`src/lockstep_pkg.sv`:
```
// Lockstep offsets, bus widths, SECDED masks, opcode and core state enums
package lockstep_pkg;

  //////////////////////////////
  // Lockstep timing

  // Cycles the shadow core runs behind the main core
  localparam int unsigned LOCKSTEP_OFFSET = 2;
  // Shadow outputs pass through one extra register
  localparam int unsigned OUTPUTS_OFFSET = LOCKSTEP_OFFSET + 1;
  localparam int unsigned OFFSET_CNT_W =
      (LOCKSTEP_OFFSET > 1) ? $clog2(LOCKSTEP_OFFSET) : 1;

  //////////////////////////////
  // Bus widths

  localparam int unsigned DATA_W = 32;
  localparam int unsigned ADDR_W = 32;
  localparam int unsigned BE_W   = 4;
  localparam int unsigned INTG_W = 7;

  //////////////////////////////
  // Hsiao SECDED 39/32 check bit masks

  localparam logic [DATA_W-1:0] SECDED_MASK_0 = 32'h2606_BD25;
  localparam logic [DATA_W-1:0] SECDED_MASK_1 = 32'hDEBA_8050;
  localparam logic [DATA_W-1:0] SECDED_MASK_2 = 32'h413D_89AA;
  localparam logic [DATA_W-1:0] SECDED_MASK_3 = 32'h3123_4ED1;
  localparam logic [DATA_W-1:0] SECDED_MASK_4 = 32'hC2C1_323B;
  localparam logic [DATA_W-1:0] SECDED_MASK_5 = 32'h2DCC_624C;
  localparam logic [DATA_W-1:0] SECDED_MASK_6 = 32'h9850_5586;

  // Keeps an all-zero word from being a valid codeword
  localparam logic [INTG_W-1:0] INTG_INVERT = 7'h2A;

  // Opcode field in bits 31:30 of every word the core reads
  typedef enum logic [1:0] {
    OP_ADD   = 2'b00,
    OP_XOR   = 2'b01,
    OP_STORE = 2'b10,
    OP_HALT  = 2'b11
  } opcode_e;

  typedef enum logic [1:0] {
    ST_IDLE = 2'b00,
    ST_REQ  = 2'b01,
    ST_WAIT = 2'b10,
    ST_DONE = 2'b11
  } core_state_e;

endpackage
```
`src/lockstep_top.sv`:
```
// Lockstep checker top with reset control, input delay, integrity check, shadow core, compare
module lockstep_top (
  input  logic                             clk_i,
  input  logic                             rst_ni,
  input  logic                             fetch_enable_i,
  input  logic [lockstep_pkg::ADDR_W-1:0]  boot_addr_i,
  input  logic                             data_req_i,
  input  logic                             data_we_i,
  input  logic [lockstep_pkg::BE_W-1:0]    data_be_i,
  input  logic [lockstep_pkg::ADDR_W-1:0]  data_addr_i,
  input  logic [lockstep_pkg::DATA_W-1:0]  data_wdata_i,
  input  logic                             data_gnt_i,
  input  logic                             data_rvalid_i,
  input  logic [lockstep_pkg::DATA_W-1:0]  data_rdata_i,
  input  logic [lockstep_pkg::INTG_W-1:0]  data_rdata_intg_i,
  input  logic                             data_err_i,
  output logic [lockstep_pkg::INTG_W-1:0]  data_wdata_intg_o,
  output logic                             alert_major_internal_o,
  output logic                             alert_major_bus_o
);
  import lockstep_pkg::*;

  logic              rst_shadow_n;
  logic              enable_cmp;
  logic              shadow_gnt;
  logic              shadow_rvalid;
  logic [DATA_W-1:0] shadow_rdata;
  logic              shadow_err;
  logic              shadow_fetch_enable;
  logic              rvalid_d1;
  logic [DATA_W-1:0] rdata_d1;
  logic [INTG_W-1:0] rdata_intg_d1;
  logic              shadow_req;
  logic              shadow_we;
  logic [BE_W-1:0]   shadow_be;
  logic [ADDR_W-1:0] shadow_addr;
  logic [DATA_W-1:0] shadow_wdata;

  //////////////////////////////
  // Input side

  shadow_reset_ctrl u_reset_ctrl (
    .clk_i         (clk_i),
    .rst_ni        (rst_ni),
    .rst_shadow_no (rst_shadow_n),
    .enable_cmp_o  (enable_cmp)
  );

  input_delay_line u_input_delay (
    .clk_i           (clk_i),
    .rst_ni          (rst_ni),
    .gnt_i           (data_gnt_i),
    .rvalid_i        (data_rvalid_i),
    .rdata_i         (data_rdata_i),
    .err_i           (data_err_i),
    .rdata_intg_i    (data_rdata_intg_i),
    .fetch_enable_i  (fetch_enable_i),
    .gnt_o           (shadow_gnt),
    .rvalid_o        (shadow_rvalid),
    .rdata_o         (shadow_rdata),
    .err_o           (shadow_err),
    .fetch_enable_o  (shadow_fetch_enable),
    .rvalid_d1_o     (rvalid_d1),
    .rdata_d1_o      (rdata_d1),
    .rdata_intg_d1_o (rdata_intg_d1)
  );

  bus_intg_check u_bus_intg (
    .clk_i             (clk_i),
    .rst_ni            (rst_ni),
    .data_gnt_i        (data_gnt_i),
    .data_we_i         (data_we_i),
    .rvalid_d1_i       (rvalid_d1),
    .rdata_d1_i        (rdata_d1),
    .rdata_intg_d1_i   (rdata_intg_d1),
    .data_wdata_i      (data_wdata_i),
    .data_wdata_intg_o (data_wdata_intg_o),
    .bus_intg_err_o    (alert_major_bus_o)
  );

  //////////////////////////////
  // Shadow core

  sum_core u_shadow_core (
    .clk_i          (clk_i),
    .rst_ni         (rst_shadow_n),
    .fetch_enable_i (shadow_fetch_enable),
    .boot_addr_i    (boot_addr_i),
    .data_gnt_i     (shadow_gnt),
    .data_rvalid_i  (shadow_rvalid),
    .data_rdata_i   (shadow_rdata),
    .data_err_i     (shadow_err),
    .data_req_o     (shadow_req),
    .data_we_o      (shadow_we),
    .data_be_o      (shadow_be),
    .data_addr_o    (shadow_addr),
    .data_wdata_o   (shadow_wdata)
  );

  //////////////////////////////
  // Output side

  output_compare u_output_compare (
    .clk_i          (clk_i),
    .enable_cmp_i   (enable_cmp),
    .data_req_i     (data_req_i),
    .data_we_i      (data_we_i),
    .data_be_i      (data_be_i),
    .data_addr_i    (data_addr_i),
    .data_wdata_i   (data_wdata_i),
    .shadow_req_i   (shadow_req),
    .shadow_we_i    (shadow_we),
    .shadow_be_i    (shadow_be),
    .shadow_addr_i  (shadow_addr),
    .shadow_wdata_i (shadow_wdata),
    .mismatch_o     (alert_major_internal_o)
  );

endmodule

```
`src/output_compare.sv`:
```
// Main output delay line, shadow output register and lockstep mismatch compare
module output_compare (
  input  logic                             clk_i,
  input  logic                             enable_cmp_i,
  input  logic                             data_req_i,
  input  logic                             data_we_i,
  input  logic [lockstep_pkg::BE_W-1:0]    data_be_i,
  input  logic [lockstep_pkg::ADDR_W-1:0]  data_addr_i,
  input  logic [lockstep_pkg::DATA_W-1:0]  data_wdata_i,
  input  logic                             shadow_req_i,
  input  logic                             shadow_we_i,
  input  logic [lockstep_pkg::BE_W-1:0]    shadow_be_i,
  input  logic [lockstep_pkg::ADDR_W-1:0]  shadow_addr_i,
  input  logic [lockstep_pkg::DATA_W-1:0]  shadow_wdata_i,
  output logic                             mismatch_o
);
  import lockstep_pkg::*;

  // Fields packed as {req, we, be, addr, wdata}
  logic [2+BE_W+ADDR_W+DATA_W-1:0] main_in;
  logic [2+BE_W+ADDR_W+DATA_W-1:0] shadow_in;
  logic [2+BE_W+ADDR_W+DATA_W-1:0] main_q [OUTPUTS_OFFSET];
  logic [2+BE_W+ADDR_W+DATA_W-1:0] shadow_q;

  assign main_in   = {data_req_i, data_we_i, data_be_i, data_addr_i, data_wdata_i};
  assign shadow_in = {shadow_req_i, shadow_we_i, shadow_be_i, shadow_addr_i, shadow_wdata_i};

  //////////////////////////////
  // Output alignment

  always_ff @(posedge clk_i) begin
    main_q[0] <= main_in;
    for (int unsigned i = 1; i < OUTPUTS_OFFSET; i++) begin
      main_q[i] <= main_q[i-1];
    end
    shadow_q <= shadow_in;
  end

  // Any differing field is a lockstep fault
  assign mismatch_o = enable_cmp_i & (shadow_q != main_q[OUTPUTS_OFFSET-1]);

endmodule

```
`src/sum_core.sv`:
```
// Load, accumulate and store core, used as both main and shadow copy
module sum_core (
  input  logic                             clk_i,
  input  logic                             rst_ni,
  input  logic                             fetch_enable_i,
  input  logic [lockstep_pkg::ADDR_W-1:0]  boot_addr_i,
  input  logic                             data_gnt_i,
  input  logic                             data_rvalid_i,
  input  logic [lockstep_pkg::DATA_W-1:0]  data_rdata_i,
  input  logic                             data_err_i,
  output logic                             data_req_o,
  output logic                             data_we_o,
  output logic [lockstep_pkg::BE_W-1:0]    data_be_o,
  output logic [lockstep_pkg::ADDR_W-1:0]  data_addr_o,
  output logic [lockstep_pkg::DATA_W-1:0]  data_wdata_o
);
  import lockstep_pkg::*;

  core_state_e       state_q;
  core_state_e       state_d;
  logic [ADDR_W-1:0] pc_q;
  logic [ADDR_W-1:0] pc_d;
  logic [DATA_W-1:0] acc_q;
  logic [DATA_W-1:0] acc_d;
  logic              store_q;
  logic              store_d;
  logic              st_addr_en;
  logic [ADDR_W-1:0] st_addr_q;
  opcode_e           op;
  logic [DATA_W-1:0] operand;

  assign op      = opcode_e'(data_rdata_i[DATA_W-1:DATA_W-2]);
  assign operand = {2'b00, data_rdata_i[DATA_W-3:0]};

  always_comb begin
    state_d    = state_q;
    pc_d       = pc_q;
    acc_d      = acc_q;
    store_d    = store_q;
    st_addr_en = 1'b0;
    unique case (state_q)
      ST_IDLE: begin
        if (fetch_enable_i) begin
          pc_d    = boot_addr_i;
          state_d = ST_REQ;
        end
      end
      ST_REQ: begin
        if (data_gnt_i) begin
          state_d = ST_WAIT;
        end
      end
      ST_WAIT: begin
        if (data_rvalid_i) begin
          state_d = ST_REQ;
          if (data_err_i) begin
            state_d = ST_DONE;
          end else if (store_q) begin
            // Write done, resume fetching at pc
            store_d = 1'b0;
          end else begin
            pc_d = pc_q + ADDR_W'(4);
            unique case (op)
              OP_ADD:   acc_d = acc_q + operand;
              OP_XOR:   acc_d = acc_q ^ operand;
              OP_STORE: begin
                store_d    = 1'b1;
                st_addr_en = 1'b1;
              end
              OP_HALT:  state_d = ST_DONE;
            endcase
          end
        end
      end
      ST_DONE: state_d = ST_DONE;
    endcase
  end

  always_ff @(posedge clk_i or negedge rst_ni) begin
    if (!rst_ni) begin
      state_q <= ST_IDLE;
      pc_q    <= '0;
      acc_q   <= '0;
      store_q <= 1'b0;
    end else begin
      state_q <= state_d;
      pc_q    <= pc_d;
      acc_q   <= acc_d;
      store_q <= store_d;
    end
  end

  // Word address of the store target
  always_ff @(posedge clk_i) begin
    if (st_addr_en) begin
      st_addr_q <= {data_rdata_i[DATA_W-3:0], 2'b00};
    end
  end

  assign data_req_o   = (state_q == ST_REQ);
  assign data_we_o    = store_q;
  assign data_be_o    = {BE_W{data_req_o}};
  assign data_addr_o  = store_q ? st_addr_q : pc_q;
  assign data_wdata_o = acc_q;

endmodule

```
`src/bus_intg_check.sv`:
```
// Read data integrity check and write data integrity generation, inverted SECDED 39/32
module bus_intg_check (
  input  logic                             clk_i,
  input  logic                             rst_ni,
  input  logic                             data_gnt_i,
  input  logic                             data_we_i,
  input  logic                             rvalid_d1_i,
  input  logic [lockstep_pkg::DATA_W-1:0]  rdata_d1_i,
  input  logic [lockstep_pkg::INTG_W-1:0]  rdata_intg_d1_i,
  input  logic [lockstep_pkg::DATA_W-1:0]  data_wdata_i,
  output logic [lockstep_pkg::INTG_W-1:0]  data_wdata_intg_o,
  output logic                             bus_intg_err_o
);
  import lockstep_pkg::*;

  logic              we_gnt_q;
  logic              we_aligned_q;
  logic [INTG_W-1:0] rdata_intg_calc;
  logic [INTG_W-1:0] syndrome;

  function automatic logic [INTG_W-1:0] secded_enc(input logic [DATA_W-1:0] data);
    logic [INTG_W-1:0] chk;
    chk[0] = ^(data & SECDED_MASK_0);
    chk[1] = ^(data & SECDED_MASK_1);
    chk[2] = ^(data & SECDED_MASK_2);
    chk[3] = ^(data & SECDED_MASK_3);
    chk[4] = ^(data & SECDED_MASK_4);
    chk[5] = ^(data & SECDED_MASK_5);
    chk[6] = ^(data & SECDED_MASK_6);
    return chk ^ INTG_INVERT;
  endfunction

  //////////////////////////////
  // Read data check

  // Direction of the granted access, lined up with the delayed rvalid
  always_ff @(posedge clk_i or negedge rst_ni) begin
    if (!rst_ni) begin
      we_gnt_q     <= 1'b0;
      we_aligned_q <= 1'b0;
    end else begin
      if (data_gnt_i) begin
        we_gnt_q <= data_we_i;
      end
      we_aligned_q <= we_gnt_q;
    end
  end

  assign rdata_intg_calc = secded_enc(rdata_d1_i);
  assign syndrome        = rdata_intg_calc ^ rdata_intg_d1_i;

  // Write responses carry no data, so only reads are checked
  assign bus_intg_err_o = rvalid_d1_i & ~we_aligned_q & (|syndrome);

  //////////////////////////////
  // Write data generation

  assign data_wdata_intg_o = secded_enc(data_wdata_i);

endmodule

```
`src/input_delay_line.sv`:
```
// Shift register delaying bus returns and fetch enable on their way to the shadow core
module input_delay_line (
  input  logic                             clk_i,
  input  logic                             rst_ni,
  input  logic                             gnt_i,
  input  logic                             rvalid_i,
  input  logic [lockstep_pkg::DATA_W-1:0]  rdata_i,
  input  logic                             err_i,
  input  logic [lockstep_pkg::INTG_W-1:0]  rdata_intg_i,
  input  logic                             fetch_enable_i,
  output logic                             gnt_o,
  output logic                             rvalid_o,
  output logic [lockstep_pkg::DATA_W-1:0]  rdata_o,
  output logic                             err_o,
  output logic                             fetch_enable_o,
  output logic                             rvalid_d1_o,
  output logic [lockstep_pkg::DATA_W-1:0]  rdata_d1_o,
  output logic [lockstep_pkg::INTG_W-1:0]  rdata_intg_d1_o
);
  import lockstep_pkg::*;

  // Flags per stage are {fetch_enable, err, rvalid, gnt}
  logic [3:0]        flags_q [LOCKSTEP_OFFSET];
  logic [DATA_W-1:0] rdata_q [LOCKSTEP_OFFSET];
  logic [INTG_W-1:0] rdata_intg_q;

  always_ff @(posedge clk_i or negedge rst_ni) begin
    if (!rst_ni) begin
      for (int unsigned i = 0; i < LOCKSTEP_OFFSET; i++) begin
        flags_q[i] <= '0;
        rdata_q[i] <= '0;
      end
      rdata_intg_q <= '0;
    end else begin
      flags_q[0] <= {fetch_enable_i, err_i, rvalid_i, gnt_i};
      rdata_q[0] <= rdata_i;
      for (int unsigned i = 1; i < LOCKSTEP_OFFSET; i++) begin
        flags_q[i] <= flags_q[i-1];
        rdata_q[i] <= rdata_q[i-1];
      end
      rdata_intg_q <= rdata_intg_i;
    end
  end

  // Last stage feeds the shadow core
  assign gnt_o          = flags_q[LOCKSTEP_OFFSET-1][0];
  assign rvalid_o       = flags_q[LOCKSTEP_OFFSET-1][1];
  assign err_o          = flags_q[LOCKSTEP_OFFSET-1][2];
  assign fetch_enable_o = flags_q[LOCKSTEP_OFFSET-1][3];
  assign rdata_o        = rdata_q[LOCKSTEP_OFFSET-1];

  // First stage goes to the integrity check
  assign rvalid_d1_o     = flags_q[0][1];
  assign rdata_d1_o      = rdata_q[0];
  assign rdata_intg_d1_o = rdata_intg_q;

endmodule

```
`src/shadow_reset_ctrl.sv`:
```
// Offset counter that releases the shadow core reset and enables output comparison
module shadow_reset_ctrl (
  input  logic clk_i,
  input  logic rst_ni,
  output logic rst_shadow_no,
  output logic enable_cmp_o
);
  import lockstep_pkg::*;

  logic [OFFSET_CNT_W-1:0] cnt_q;
  logic [OFFSET_CNT_W-1:0] cnt_d;
  logic                    shadow_set_d;
  logic                    shadow_set_q;
  logic                    enable_cmp_q;

  // Counter stops once the offset has elapsed
  assign shadow_set_d = (cnt_q == OFFSET_CNT_W'(LOCKSTEP_OFFSET - 1));
  assign cnt_d        = shadow_set_d ? cnt_q : cnt_q + OFFSET_CNT_W'(1);

  always_ff @(posedge clk_i or negedge rst_ni) begin
    if (!rst_ni) begin
      cnt_q        <= '0;
      shadow_set_q <= 1'b0;
      enable_cmp_q <= 1'b0;
    end else begin
      cnt_q        <= cnt_d;
      shadow_set_q <= shadow_set_d;
      // Shadow outputs are registered, so compare one cycle after release
      enable_cmp_q <= shadow_set_q;
    end
  end

  // Asserted asynchronously with rst_ni, released on a clock edge
  assign rst_shadow_no = shadow_set_q;
  assign enable_cmp_o  = enable_cmp_q;

endmodule

```
`config.mk`:
```
export PLATFORM = sky130hd
export DESIGN_NAME = lockstep_top
export DESIGN_NICKNAME = d
export VERILOG_FILES = /design/src/lockstep_pkg.sv /design/src/lockstep_top.sv /design/src/output_compare.sv /design/src/sum_core.sv /design/src/bus_intg_check.sv /design/src/input_delay_line.sv /design/src/shadow_reset_ctrl.sv
export SDC_FILE = /design/constraint.sdc
export NUM_CORES = 1
export LEC_CHECK = 0
export BUFFER_PORTS_ARGS = -buffer_cell sky130_fd_sc_hd__buf_4
export CAP_MARGIN = 20
export CORE_MARGIN = 3
export CORE_UTILIZATION = 58
export DETAILED_ROUTE_END_ITERATION = 8
export GPL_TIMING_DRIVEN = 0
export MAX_ROUTING_LAYER = met4
export PLACE_DENSITY = 0.78
export SYNTH_ARGS = -nofsm -noshare
export SYNTH_HDL_FRONTEND = slang
export SYNTH_SLANG_ARGS = --single-unit
```
`constraint.sdc`:
```
create_clock -name clk_i -period 2.49 [get_ports clk_i]
set_input_delay 0.249 -clock clk_i [delete_from_list [all_inputs] [get_ports clk_i]]
set_output_delay 0.249 -clock clk_i [all_outputs]
set_load 0.01 [all_outputs]
```
==> metrics.md, run 1 <==
| Metric | Value |
|---|---|
| Multi-input gate area | 5840 um^2 |
| Predominant post-synthesis flop cell | dfxtp_1 |
| Initial Utilization | 0.600 |
| Cell variety after synth | 69 |
| Top routing layer in use | met4 |
| Largest area contributor in the netlist | dfxtp_1 |
| WL final | 42.0 mm |
| RSZ-0062 raised after global routing | yes |
| Port bufs | 155 |
| Setup violators final | 10 |
| Setup TNS | -1.63 ns |
| Register area share after synthesis | 0.642 |
| Post-synthesis register bit count | 457 |
| Mean Syn Cell Area | 12.2 um^2 |
| Worst R2R End | u_shadow_core.data_wdata_o[30]$_DFFE_PN0P_ |
| Clock latency on the worst-skew pair | around 0.55 ns |
| Chip width | 172 um |
| M1 wire length | 17.7 mm |
| CTS root buffer | clkbuf_16 |
| Number of synthesized flops with an enable pin | 30 |
| R2R Path Start | u_input_delay.rdata_o[0]$_DFF_PN0_ |
| Setup slack after layout | -0.393 ns |
| Metal3 WL | 2.58 mm |
| Post-synthesis net count | between 1,000 and 1,500 |
| WHS Endpoint | u_shadow_core.pc_q[13]$_DFFE_PN0P_ |
| Failing checks | negative setup slack |
| Sink Count | 457 |
| Slack of the worst reg-to-reg path | -0.28 ns |
| Post-route ant nets | 0 |
| Slew Viols, Final | 0 |
| CTS tree | built |
| Max_cap viols | 0 |
| Layout cells sized above 1 | 0.207 |
| Final number of hold-violating endpoints | 0 |
| Yosys top cell area share | 0.348 |
| Cts bufs inserted | 44 |
| CP endpoint kind | output pin |
| PD cells | slightly below 1000 nW/um^2 |
| Initial antenna violation count | 1 |
| Gr ovfl total | 0 |
| Hold Crit Start | boot_addr_i[13] |
| Io pins | roughly 160 |
| Commonest non-fill, non-tap cells in the layout | 276 x dfxtp_1, 168 x buf_4, 166 x xnor2_1 |
| Final period util | 1.16 |
| FF+latch area | 10,200 um^2 |
| Via/cell ratio | roughly 5.4 |
| Max frequency | between 300 and 400 MHz |
| Synth Cell Area | 15,900 um^2 |
| Worst Path Max Fanout | 3 |
| Crit start category | flip-flop |
| Critical path class | flip-flop to output pin |
| All-Layer GR Usage | 0.293 |
| Layout Skew | 0.0188 ns |
| Cells on worst reg2reg path | 11 |
| Async SR Flop Fraction | 0.330 |
| Post-place instance area | 17,500 um^2 |
| Slew @ Worst Pin | 0.878 ns |
| Fin nets | approximately 1,800 |
| Worst IR Drop VDD | roughly 690 uV |
| Largest net degree at the start of global routing | 85 |
| Status | complete, but fails checks |
| Initial DRC Count | roughly 1,100 |
| Setup WS pre-CTS | -0.441 ns |
| Cell area after layout | 20,700 um^2 |
| Average wire per standard cell | 20.9 um |
| Fin crit period | 2.88 ns |
| DRC | 0 |
| Critical path data required time | 2.24 ns |
| Worst rel slew slack | 0.414 |
| Layout area overhead | 30.1% |
| Die area | 29,400 um^2 |
| Global-route wire length before repair | approximately 63 mm |
| Vias in the first global route | approximately 11,000 |
| Worst-path clk slew | 0.07 ns |
| Die Ht | between 150 and 200 um |
| YS warnings | 0 |
| Hold Crit Depth | 3 |
| Filler instances | 1,586 |
| HPWL after DPL | 28.4 mm |
| DRT Pass-1 Iters | 5 |
| Core area | 26,500 um^2 |
| Hold Crit Class | input pin to flip-flop |
| CTS H-tree lvls | 2 |
| Commonest non-fill, non-tap cell in the layout | dfxtp_1 |
| DR vias | 10,921 |
| Max clock buf depth | 3 |
| Static Leak | 8.54 nW |
| Routed length on met2 | 20.7 mm |
| Cell Rows | 59 |
| GPL Wtd Cong | 0.906 |
| Mapped Cells | 1,307 |
| Top cells by area, synth | dfxtp_1 35%, dfrtp_1 24%, xnor2_1 9.3%, edfxtp_1 5.7%, xor2_1 3.2% |
| CP arrival | roughly 2.6 ns |
## area by class of cell
type	instances	share of cell area
Antenna cell	1	0.000121
Buffer	37	0.00744
Clock buffer	56	0.0589
Clock inverter	25	0.0121
Inverter	11	0.00200
Multi-Input combinational cell	795	0.282
Sequential cell	457	0.494
Tap cell	335	0.0203
Timing Repair Buffer	292	0.123
## repair_timing
item / CTS / global route
setup buffers: 9 / 8
pin swaps: 32 / 34
hold buffers: 119 / 0
setup endpoints to repair: 32 / 54
resized for setup: 48 / 35
endpoints found under the hold margin: 203 / 0
## power breakdown
part / switching, mW / internal [mW] / total [mW] / leakage (nW)
clock: 2.87 / 3.83 / 6.70 / 0.724
combinational: 2.11 / 2.00 / 4.11 / 3.44
sequential: 0.843 / 8.43 / 9.28 / 4.38
## state kept, by name, summed over array words and instances, names as in the netlist, 2 cells and up
signal	count
u_input_delay.flags_q	3
u_input_delay.rdata_d1_o	32
u_input_delay.rdata_intg_d1_o	7
u_input_delay.rdata_o	32
u_output_compare.main_q	210
u_output_compare.shadow_q	66
u_shadow_core.data_wdata_o	32
u_shadow_core.pc_q	32
u_shadow_core.st_addr_q	30
u_shadow_core.state_q	2
## per-layer routing
metal  GRT usage  vias up
li1            -     5145
met1       0.383     5353
met2       0.488      365
met3      0.0444       58
met4      0.0696        0
met5           -        -
## cell usage after synthesis, types with 17 or more instances
cell,instances
nor2_1,56
nand3_1,30
xor2_1,58
xnor2_1,169
nand2_1,94
o22ai_1,17
dfrtp_1,151
dfxtp_1,276
o21ai_0,72
ha_1,31
clkbuf_1,35
a21oi_1,83
nand4_1,19
mux2_2,28
a21o_1,20
edfxtp_1,30
## worst max path at each step
stage          slack, ns                                          to  cells past startpoint                                       from
2_1_floorplan       0.01  u_shadow_core.data_wdata_o[26]$_DFFE_PN0P_                     11  u_shadow_core.data_wdata_o[0]$_DFFE_PN0P_
3_3_place_gp       -0.76          u_shadow_core.pc_q[25]$_DFFE_PN0P_                      0       u_reset_ctrl.rst_shadow_no$_DFF_PN0_
3_5_place_dp       -0.44  u_shadow_core.data_wdata_o[29]$_DFFE_PN0P_                      9  u_shadow_core.data_wdata_o[6]$_DFFE_PN0P_
4_1_cts            -0.36                      alert_major_internal_o                      7    u_output_compare.main_q[0][204]$_DFF_P_
5_1_grt            -0.49                           alert_major_bus_o                      8      u_input_delay.rdata_d1_o[1]$_DFF_PN0_
6_report           -0.39                           alert_major_bus_o                      8      u_input_delay.rdata_d1_o[1]$_DFF_PN0_
## critical path, cell delays in order (launching register included)
cell and delay (ns):
dfrtp_2 0.47, xor2_2 0.21, xnor2_1 0.14, xnor2_1 0.22, xnor2_1 0.13, o41a_1 0.43
nor4_4 0.26, nor3b_2 0.08, buf_4 0.15
## metrics by stage
step                      cells   util  hold WS (ns)  power [mW]
after floorplan            1307      -       -0.0466        11.6
after global placement     1797  0.660         0.311        12.9
after detailed placement   1799  0.662         0.153        12.9
after CTS                  2006  0.773       0.00421        19.9
after global routing       2009  0.780        0.0324        20.9
final                      2009  0.780        0.0215        20.1
## kinds of logic after synthesis
logic type / after synthesis / share of synthesized area
DFF: 457 / 0.642
muxes: 30 / 0.0211
and+or+nand+nor: 261 / 0.0783
other: 1 / 0.000236
buffers and inverters: 55 / 0.0136
AOI/OAI and AO/OA: 244 / 0.0941
xor gates and xnor gates: 227 / 0.125
adders and majority gates: 32 / 0.0257
Power figures use the tool's default switching activity.
==> inputs of run 2 (changes only) <==
--- a/config.mk
+++ b/config.mk
@@ -8,11 +8,11 @@
 export BUFFER_PORTS_ARGS = -buffer_cell sky130_fd_sc_hd__buf_4
 export CAP_MARGIN = 20
 export CORE_MARGIN = 3
-export CORE_UTILIZATION = 58
+export CORE_UTILIZATION = 63
 export DETAILED_ROUTE_END_ITERATION = 8
 export GPL_TIMING_DRIVEN = 0
 export MAX_ROUTING_LAYER = met4
-export PLACE_DENSITY = 0.78
+export PLACE_DENSITY = 0.84
 export SYNTH_ARGS = -nofsm -noshare
 export SYNTH_HDL_FRONTEND = slang
 export SYNTH_SLANG_ARGS = --single-unit
==> constraint.sdc (replaced) <==
create_clock -name clk_i -period 3.4 [get_ports clk_i]
set_input_delay 0 -clock clk_i [delete_from_list [all_inputs] [get_ports clk_i]]
set_output_delay 0 -clock clk_i [all_outputs]
set_load 0.01 [all_outputs]
==> metrics.md, run 2 (synthesis gave the netlist of run 1 again) <==
| Metric | Value |
|---|---|
| Sink Count | 457 (unchanged) |
| Crit start category | flip-flop |
| Gr ovfl total | 0 (unchanged) |
| Finished Core Util | 0.840 (+0.0600) |
| Fin nets | 1,836 (+1.0%) |
| Fin crit period | 3.09 ns |
| GPL Wtd Cong | 0.966 (+6.6%) |
| CTS root buffer | clkbuf_16 |
| CTS H-tree lvls | 2 (unchanged) |
| Io pins | 156 (unchanged) |
| Hold Crit Start | data_addr_i[10] |
| Global-route wire length before repair | 67.8 mm (+8.0%) |
| WL final | 44.9 mm (+6.8%) |
| Slew Viols, Final | 0 (unchanged) |
| PD cells | 729 nW/um^2 (-25%) |
| Commonest non-fill, non-tap cell in the layout | dfxtp_1 |
| Clock latency on the worst-skew pair | 0.55 ns (about the same) |
| Hold Crit Class | input pin to flip-flop |
| R2R Path Start | u_input_delay.rdata_o[0]$_DFF_PN0_ |
| Static Leak | 8.60 nW (+0.73%) |
| Cells on worst reg2reg path | 11 (unchanged) |
| Layout cells sized above 1 | 0.166 (-0.0412) |
| Chip width | 165 um (-3.9%) |
| Setup violators final | 0 (-10) |
| Largest net degree at the start of global routing | 85 (unchanged) |
| Die area | 27,200 um^2 (-7.7%) |
| HPWL after DPL | 28.2 mm (-0.64%) |
| Max reg flops | 210 (unchanged) |
| Final period util | 0.910 |
| Vias in the first global route | 11,683 (+7.9%) |
| WHS Endpoint | u_output_compare.main_q[0][42]$_DFF_P_ |
| Initial antenna violation count | 3 (+2) |
| Initial DRC Count | 1,317 (+20%) |
| Port bufs | 155 (unchanged) |
| Hold Crit Depth | 2 (-1) |
| CP arrival | 3.09 ns (+0.46 ns) |
| Die Ht | 165 um (-3.9%) |
| Slack of the worst reg-to-reg path | 0.33 ns (+0.61 ns) |
| Status | finished clean |
| Worst IR Drop VDD | 748 uV (+8.1%) |
| Cell Rows | 57 (-3.4%) |
| Worst R2R End | u_shadow_core.data_wdata_o[30]$_DFFE_PN0P_ |
| Slew @ Worst Pin | 0.892 ns (+0.0139 ns) |
| CP endpoint kind | output pin |
| Max_cap viols | 0 (unchanged) |
| CTS tree | built |
| Final number of hold-violating endpoints | 0 (unchanged) |
| Largest reg by FF count | u_output_compare.main_q |
| Max clock buf depth | 3 (unchanged) |
| Via/cell ratio | 5.65 (+3.9%) |
| DR vias | 11,408 (+4.5%) |
| Core area | 24,500 um^2 (-7.4%) |
| Post-route ant nets | 0 (unchanged) |
| Top Registers | u_output_compare.main_q (210), u_output_compare.shadow_q (66) |
| Critical path data required time | 3.40 ns (+1.16 ns) |
| All-Layer GR Usage | 0.343 (+0.0498) |
| FF+latch area | 10,200 um^2 (-0.11%) |
| Commonest non-fill, non-tap cells in the layout | 276 x dfxtp_1, 169 x xnor2_1, 155 x buf_4 |
| Average wire per standard cell | 22.2 um (+6.3%) |
| Multi-input gate area | 5490 um^2 (-6.0%) |
| RSZ-0062 raised after global routing | no |
| Layout area overhead | 29.7% |
| Initial Utilization | 0.648 (+0.0481) |
| Worst rel slew slack | 0.405 (-0.00863) |
| Filler instances | 1,263 (-20%) |
| DRT Pass-1 Iters | 6 (+1) |
| DRC | 0 (unchanged) |
| Layout Skew | 0.0257 ns (+0.00689 ns) |
| Cts bufs inserted | 43 (-2.3%) |
| Setup TNS | 0 ns (+1.63 ns) |
| Worst Path Max Fanout | 3 (unchanged) |
| Max frequency | about 320 MHz |
| Critical path class | flip-flop to output pin |
| Worst-path clk slew | 0.07 ns (about the same) |
## run 2: per-layer routing
metal / vias up / track usage / share of wire
met1: 5538 / 0.431 / 0.39
met3: 117 / 0.0552 / 0.072
met4: 0 / 0.132 / 0.045
li1: 5179 / - / -
met5: - / - / 0
met2: 574 / 0.563 / 0.49
## run 2: stage by stage
stage | power (mW) | std cells | area [um^2] | hold slack (ns) | worst slack (ns)
floorplan | 8.51 | 1307 | 15900 | -0.296 | 0.802
global placement | 9.40 | 1786 | 17500 | 0.105 | 0.109
detailed placement | 9.49 | 1788 | 17500 | 0.106 | 0.414
CTS | 14.9 | 2013 | 20600 | 0.0826 | 0.355
global route | 15.6 | 2018 | 20600 | 0.0946 | 0.138
finish | 15.0 | 2019 | 20600 | 0.0980 | 0.306
## run 2: timing repair
| item | CTS | global route |
|---|---|---|
| endpoints found under the hold margin | 230 | 15 |
| buffers inserted | 0 | 0 |
| resized for setup | 0 | 0 |
| hold buffers | 146 | 1 |
## run 2: worst max path at each step
| stage | slack (ns) | cells after the start | to | startpoint |
|---|---|---|---|---|
| floorplan | 0.80 | 5 | u_shadow_core.st_addr_q[10]$_DFFE_PP_ | u_shadow_core.state_q[0]$_DFFE_PN0P_ |
| global placement | 0.11 | 5 | u_shadow_core.st_addr_q[25]$_DFFE_PP_ | u_shadow_core.state_q[0]$_DFFE_PN0P_ |
| detailed placement | 0.41 | 9 | u_shadow_core.data_wdata_o[29]$_DFFE_PN0P_ | u_shadow_core.data_wdata_o[6]$_DFFE_PN0P_ |
| CTS | 0.36 | 8 | alert_major_bus_o | u_input_delay.rdata_d1_o[1]$_DFF_PN0_ |
| global route | 0.14 | 9 | u_shadow_core.data_wdata_o[29]$_DFFE_PN0P_ | u_shadow_core.data_wdata_o[6]$_DFFE_PN0P_ |
| finish | 0.31 | 8 | alert_major_bus_o | u_input_delay.rdata_d1_o[1]$_DFF_PN0_ |
## run 2: power breakdown
part	internal [mW]	total [mW]	switching (mW)
logic	1.37	2.91	1.54
registers	6.17	6.81	0.640
clock network	3.21	5.32	2.11
total	10.8	15.0	4.29
## run 2: layout make-up
cell class / count / share of cell area
Clock buffer: 58 / 0.0604
Antenna cell: 4 / 0.000485
Clock inverter: 21 / 0.0164
Tap cell: 324 / 0.0197
Inverter: 11 / 0.00200
Sequential cell: 457 / 0.495
Multi-Input combinational cell: 795 / 0.266
Timing Repair Buffer: 305 / 0.131
Buffer: 44 / 0.00850
## run 2: worst max-delay path: stages, from the launching register on
cell and delay [ns]:
dfrtp_1 0.46, xor2_1 0.30, xnor2_1 0.13, xnor2_1 0.25
xnor2_1 0.12, o41a_1 0.38, nor4_1 0.63, nor3b_1 0.11
buf_4 0.17
==> inputs of run 3 (changes only) <==
--- a/config.mk
+++ b/config.mk
@@ -7,7 +7,7 @@
 export LEC_CHECK = 0
 export BUFFER_PORTS_ARGS = -buffer_cell sky130_fd_sc_hd__buf_4
 export CAP_MARGIN = 20
-export CORE_MARGIN = 3
+export CORE_MARGIN = 1.5
 export CORE_UTILIZATION = 63
 export DETAILED_ROUTE_END_ITERATION = 8
 export GPL_TIMING_DRIVEN = 0
==> constraint.sdc (replaced) <==
create_clock -name clk_i -period 3.4 [get_ports clk_i]
set_input_delay 0.51 -clock clk_i [delete_from_list [all_inputs] [get_ports clk_i]]
set_output_delay 0.51 -clock clk_i [all_outputs]
set_load 0.01 [all_outputs]
==> metrics.md, run 3 (synthesis gave the netlist of run 1 again) <==
| Metric | Value |
|---|---|
| Status | finished clean |
| Setup violators final | 0 (unchanged) |
| Hold Crit Class | input pin to flip-flop |
| Port bufs | 155 (unchanged) |
| Setup slack after layout | 0.122 ns (-0.183 ns) |
| Commonest non-fill, non-tap cells in the layout | 276 x dfxtp_1, 169 x xnor2_1, 155 x buf_4 |
| Max clock buf depth | 3 (unchanged) |
| Die area | 26,200 um^2 (-3.6%) |
| Worst path most repeated cell | xnor2_1 |
| CTS H-tree lvls | 2 (unchanged) |
| Max_cap viols | 0 (unchanged) |
| Critical path data required time | 2.89 ns (-0.51 ns) |
| Max frequency | 305 MHz (-5.6%) |
| Total power | 14.5 mW (-3.3%) |
| Post-route ant nets | 0 (unchanged) |
| Via/cell ratio | 5.59 (-0.99%) |
| Fin crit period | 3.28 ns (+0.183 ns) |
| Die Ht | 162 um (-1.8%) |
| Worst-path clk slew | 0.07 ns (about the same) |
| DR vias | 10,473 (-8.2%) |
| Final period util | 0.964 (+0.0540) |
| Slew Viols, Final | 0 (unchanged) |
| CP arrival | 2.77 ns (-0.32 ns) |
| Static Leak | 7.97 nW (-7.4%) |
| Fin nets | 1,691 (-7.9%) |
| Crit path cell chain | xor2_2 -> xnor2_1 -> xnor2_1 -> xnor2_1 -> o41a_1 -> nor4_4 -> nor3b_1 -> buf_4 |
| Sink Count | 457 (unchanged) |
| Worst Path Max Fanout | 3 (unchanged) |
| Core area | 24,500 um^2 (unchanged) |
| Finished Core Util | 0.780 (-0.0608) |
| Largest net degree at the start of global routing | 85 (unchanged) |
| Hold Crit Depth | 1 (-1) |
| Commonest non-fill, non-tap cell in the layout | dfxtp_1 |
| Critical path class | flip-flop to output pin |
| DRT Pass-1 Iters | 6 (unchanged) |
| Initial antenna violation count | 0 (-3) |
| Layout area overhead | 20.3% |
| Final antenna diode count | 0 (-4) |
| DRC | 0 (unchanged) |
| Global-route wire length before repair | 60.2 mm (-11%) |
| Final number of hold-violating endpoints | 0 (unchanged) |
| CTS root buffer | clkbuf_16 |
| Vias in the first global route | 10,591 (-9.3%) |
| Cts bufs inserted | 44 (+2.3%) |
| Gr ovfl total | 0 (unchanged) |
| Layout cells sized above 1 | 0.185 (+0.0192) |
| Average wire per standard cell | 21.3 um (-4.1%) |
| Max reg flops | 210 (unchanged) |
| GPL Wtd Cong | 0.925 (-4.3%) |
| Io pins | 156 (unchanged) |
| CP endpoint kind | output pin |
| Layout Skew | 0.0179 ns (-0.00774 ns) |
| Top Registers | u_output_compare.main_q (210), u_output_compare.shadow_q (66) |
| Cell Rows | 57 (unchanged) |
| Slowest stage cell on the critical path | dfrtp_2 |
| Max stage delay on crit path | 0.47 ns (-0.16 ns) |
| Worst rel slew slack | 0.380 (-0.0254) |
| Setup TNS | 0 ns (unchanged) |
| Setup WS pre-CTS | 0.454 ns (+0.0392 ns) |
| CTS tree | built |
| WL final | 39.9 mm (-11%) |
| Initial DRC Count | 1,098 (-17%) |
| Crit start category | flip-flop |
| HPWL after DPL | 28.6 mm (+1.3%) |
| Worst IR Drop VDD | 577 uV (-23%) |
| Chip width | 162 um (-1.8%) |
| All-Layer GR Usage | 0.319 (-0.0242) |
| PD cells | 761 nW/um^2 (+4.3%) |
| Clock latency on the worst-skew pair | 0.56 ns (about the same) |
| Cells on worst reg2reg path | 11 (unchanged) |
| Slew @ Worst Pin | 0.929 ns (+0.0370 ns) |
| Largest reg by FF count | u_output_compare.main_q |
| Initial Utilization | 0.648 (unchanged) |
| RSZ-0062 raised after global routing | no |
-- run 3: worst max-delay path: cells and delay by family (launching register included) --
family	cells	cell delay (ns)
flops	1	0.47
simple gates	2	0.43
xor+xnor	4	0.74
compound gates	1	0.42
buf+inv	1	0.15
-- run 3: power breakdown --
part | total, mW | internal, mW | leakage (nW) | switching [mW]
logic | 2.74 | 1.26 | 2.84 | 1.48
clock network | 5.01 | 2.92 | 0.746 | 2.10
registers | 6.79 | 6.18 | 4.39 | 0.619
-- run 3: timing repair --
item,4_1_cts,5_1_grt
pin swaps,0,1
buffers inserted,0,0
hold endpoints to repair,0,42
gates resized for setup,3,2
hold buffers,0,1
setup endpoints to repair,2,1
-- run 3: layout make-up --
type / count / area (um^2)
Fill cell: 1513 / 5410
Multi-Input combinational cell: 795 / 5520
Timing Repair Buffer: 159 / 1240
Sequential cell: 457 / 10200
Inverter: 11 / 41.3
Buffer: 44 / 175
Clock inverter: 22 / 302
Tap cell: 324 / 405
Clock buffer: 60 / 1240
-- run 3: path summary, 6_finish.rpt --
check / from / to / slack (ns)
setup / recovery: u_input_delay.rdata_d1_o[1]$_DFF_PN0_ / alert_major_bus_o / 0.12
hold / removal: data_addr_i[19] / u_output_compare.main_q[0][51]$_DFF_P_ / 0.04
setup reg to reg: u_input_delay.rdata_o[0]$_DFF_PN0_ / u_shadow_core.data_wdata_o[30]$_DFFE_PN0P_ / 0.34
hold reg to reg: u_reset_ctrl.rst_shadow_no$_DFF_PN0_ / u_shadow_core.data_wdata_o[7]$_DFFE_PN0P_ / 0.19
max in group asynchronous: rst_ni / u_reset_ctrl.rst_shadow_no$_DFF_PN0_ / 2.27
min in group asynchronous: u_reset_ctrl.rst_shadow_no$_DFF_PN0_ / u_shadow_core.data_wdata_o[7]$_DFFE_PN0P_ / 0.19
-- run 3: metal layers --
metal	vias to the layer above	global-route usage	share of wire
met4	0	0.134	0.044
met3	115	0.0518	0.071
li1	4880	-	-
met1	5047	0.426	0.42
met2	431	0.488	0.46
met5	-	-	0
-- run 3: through the flow --
step | std cells | instance area [um^2] | hold WS (ns)
after floorplan | 1307 | 15900 | 0.214
after global placement | 1786 | 17500 | 0.310
after detailed placement | 1788 | 17500 | 0.183
after CTS | 1870 | 19100 | 0.0348
after global routing | 1872 | 19100 | 0.0290
final | 1872 | 19100 | 0.0444
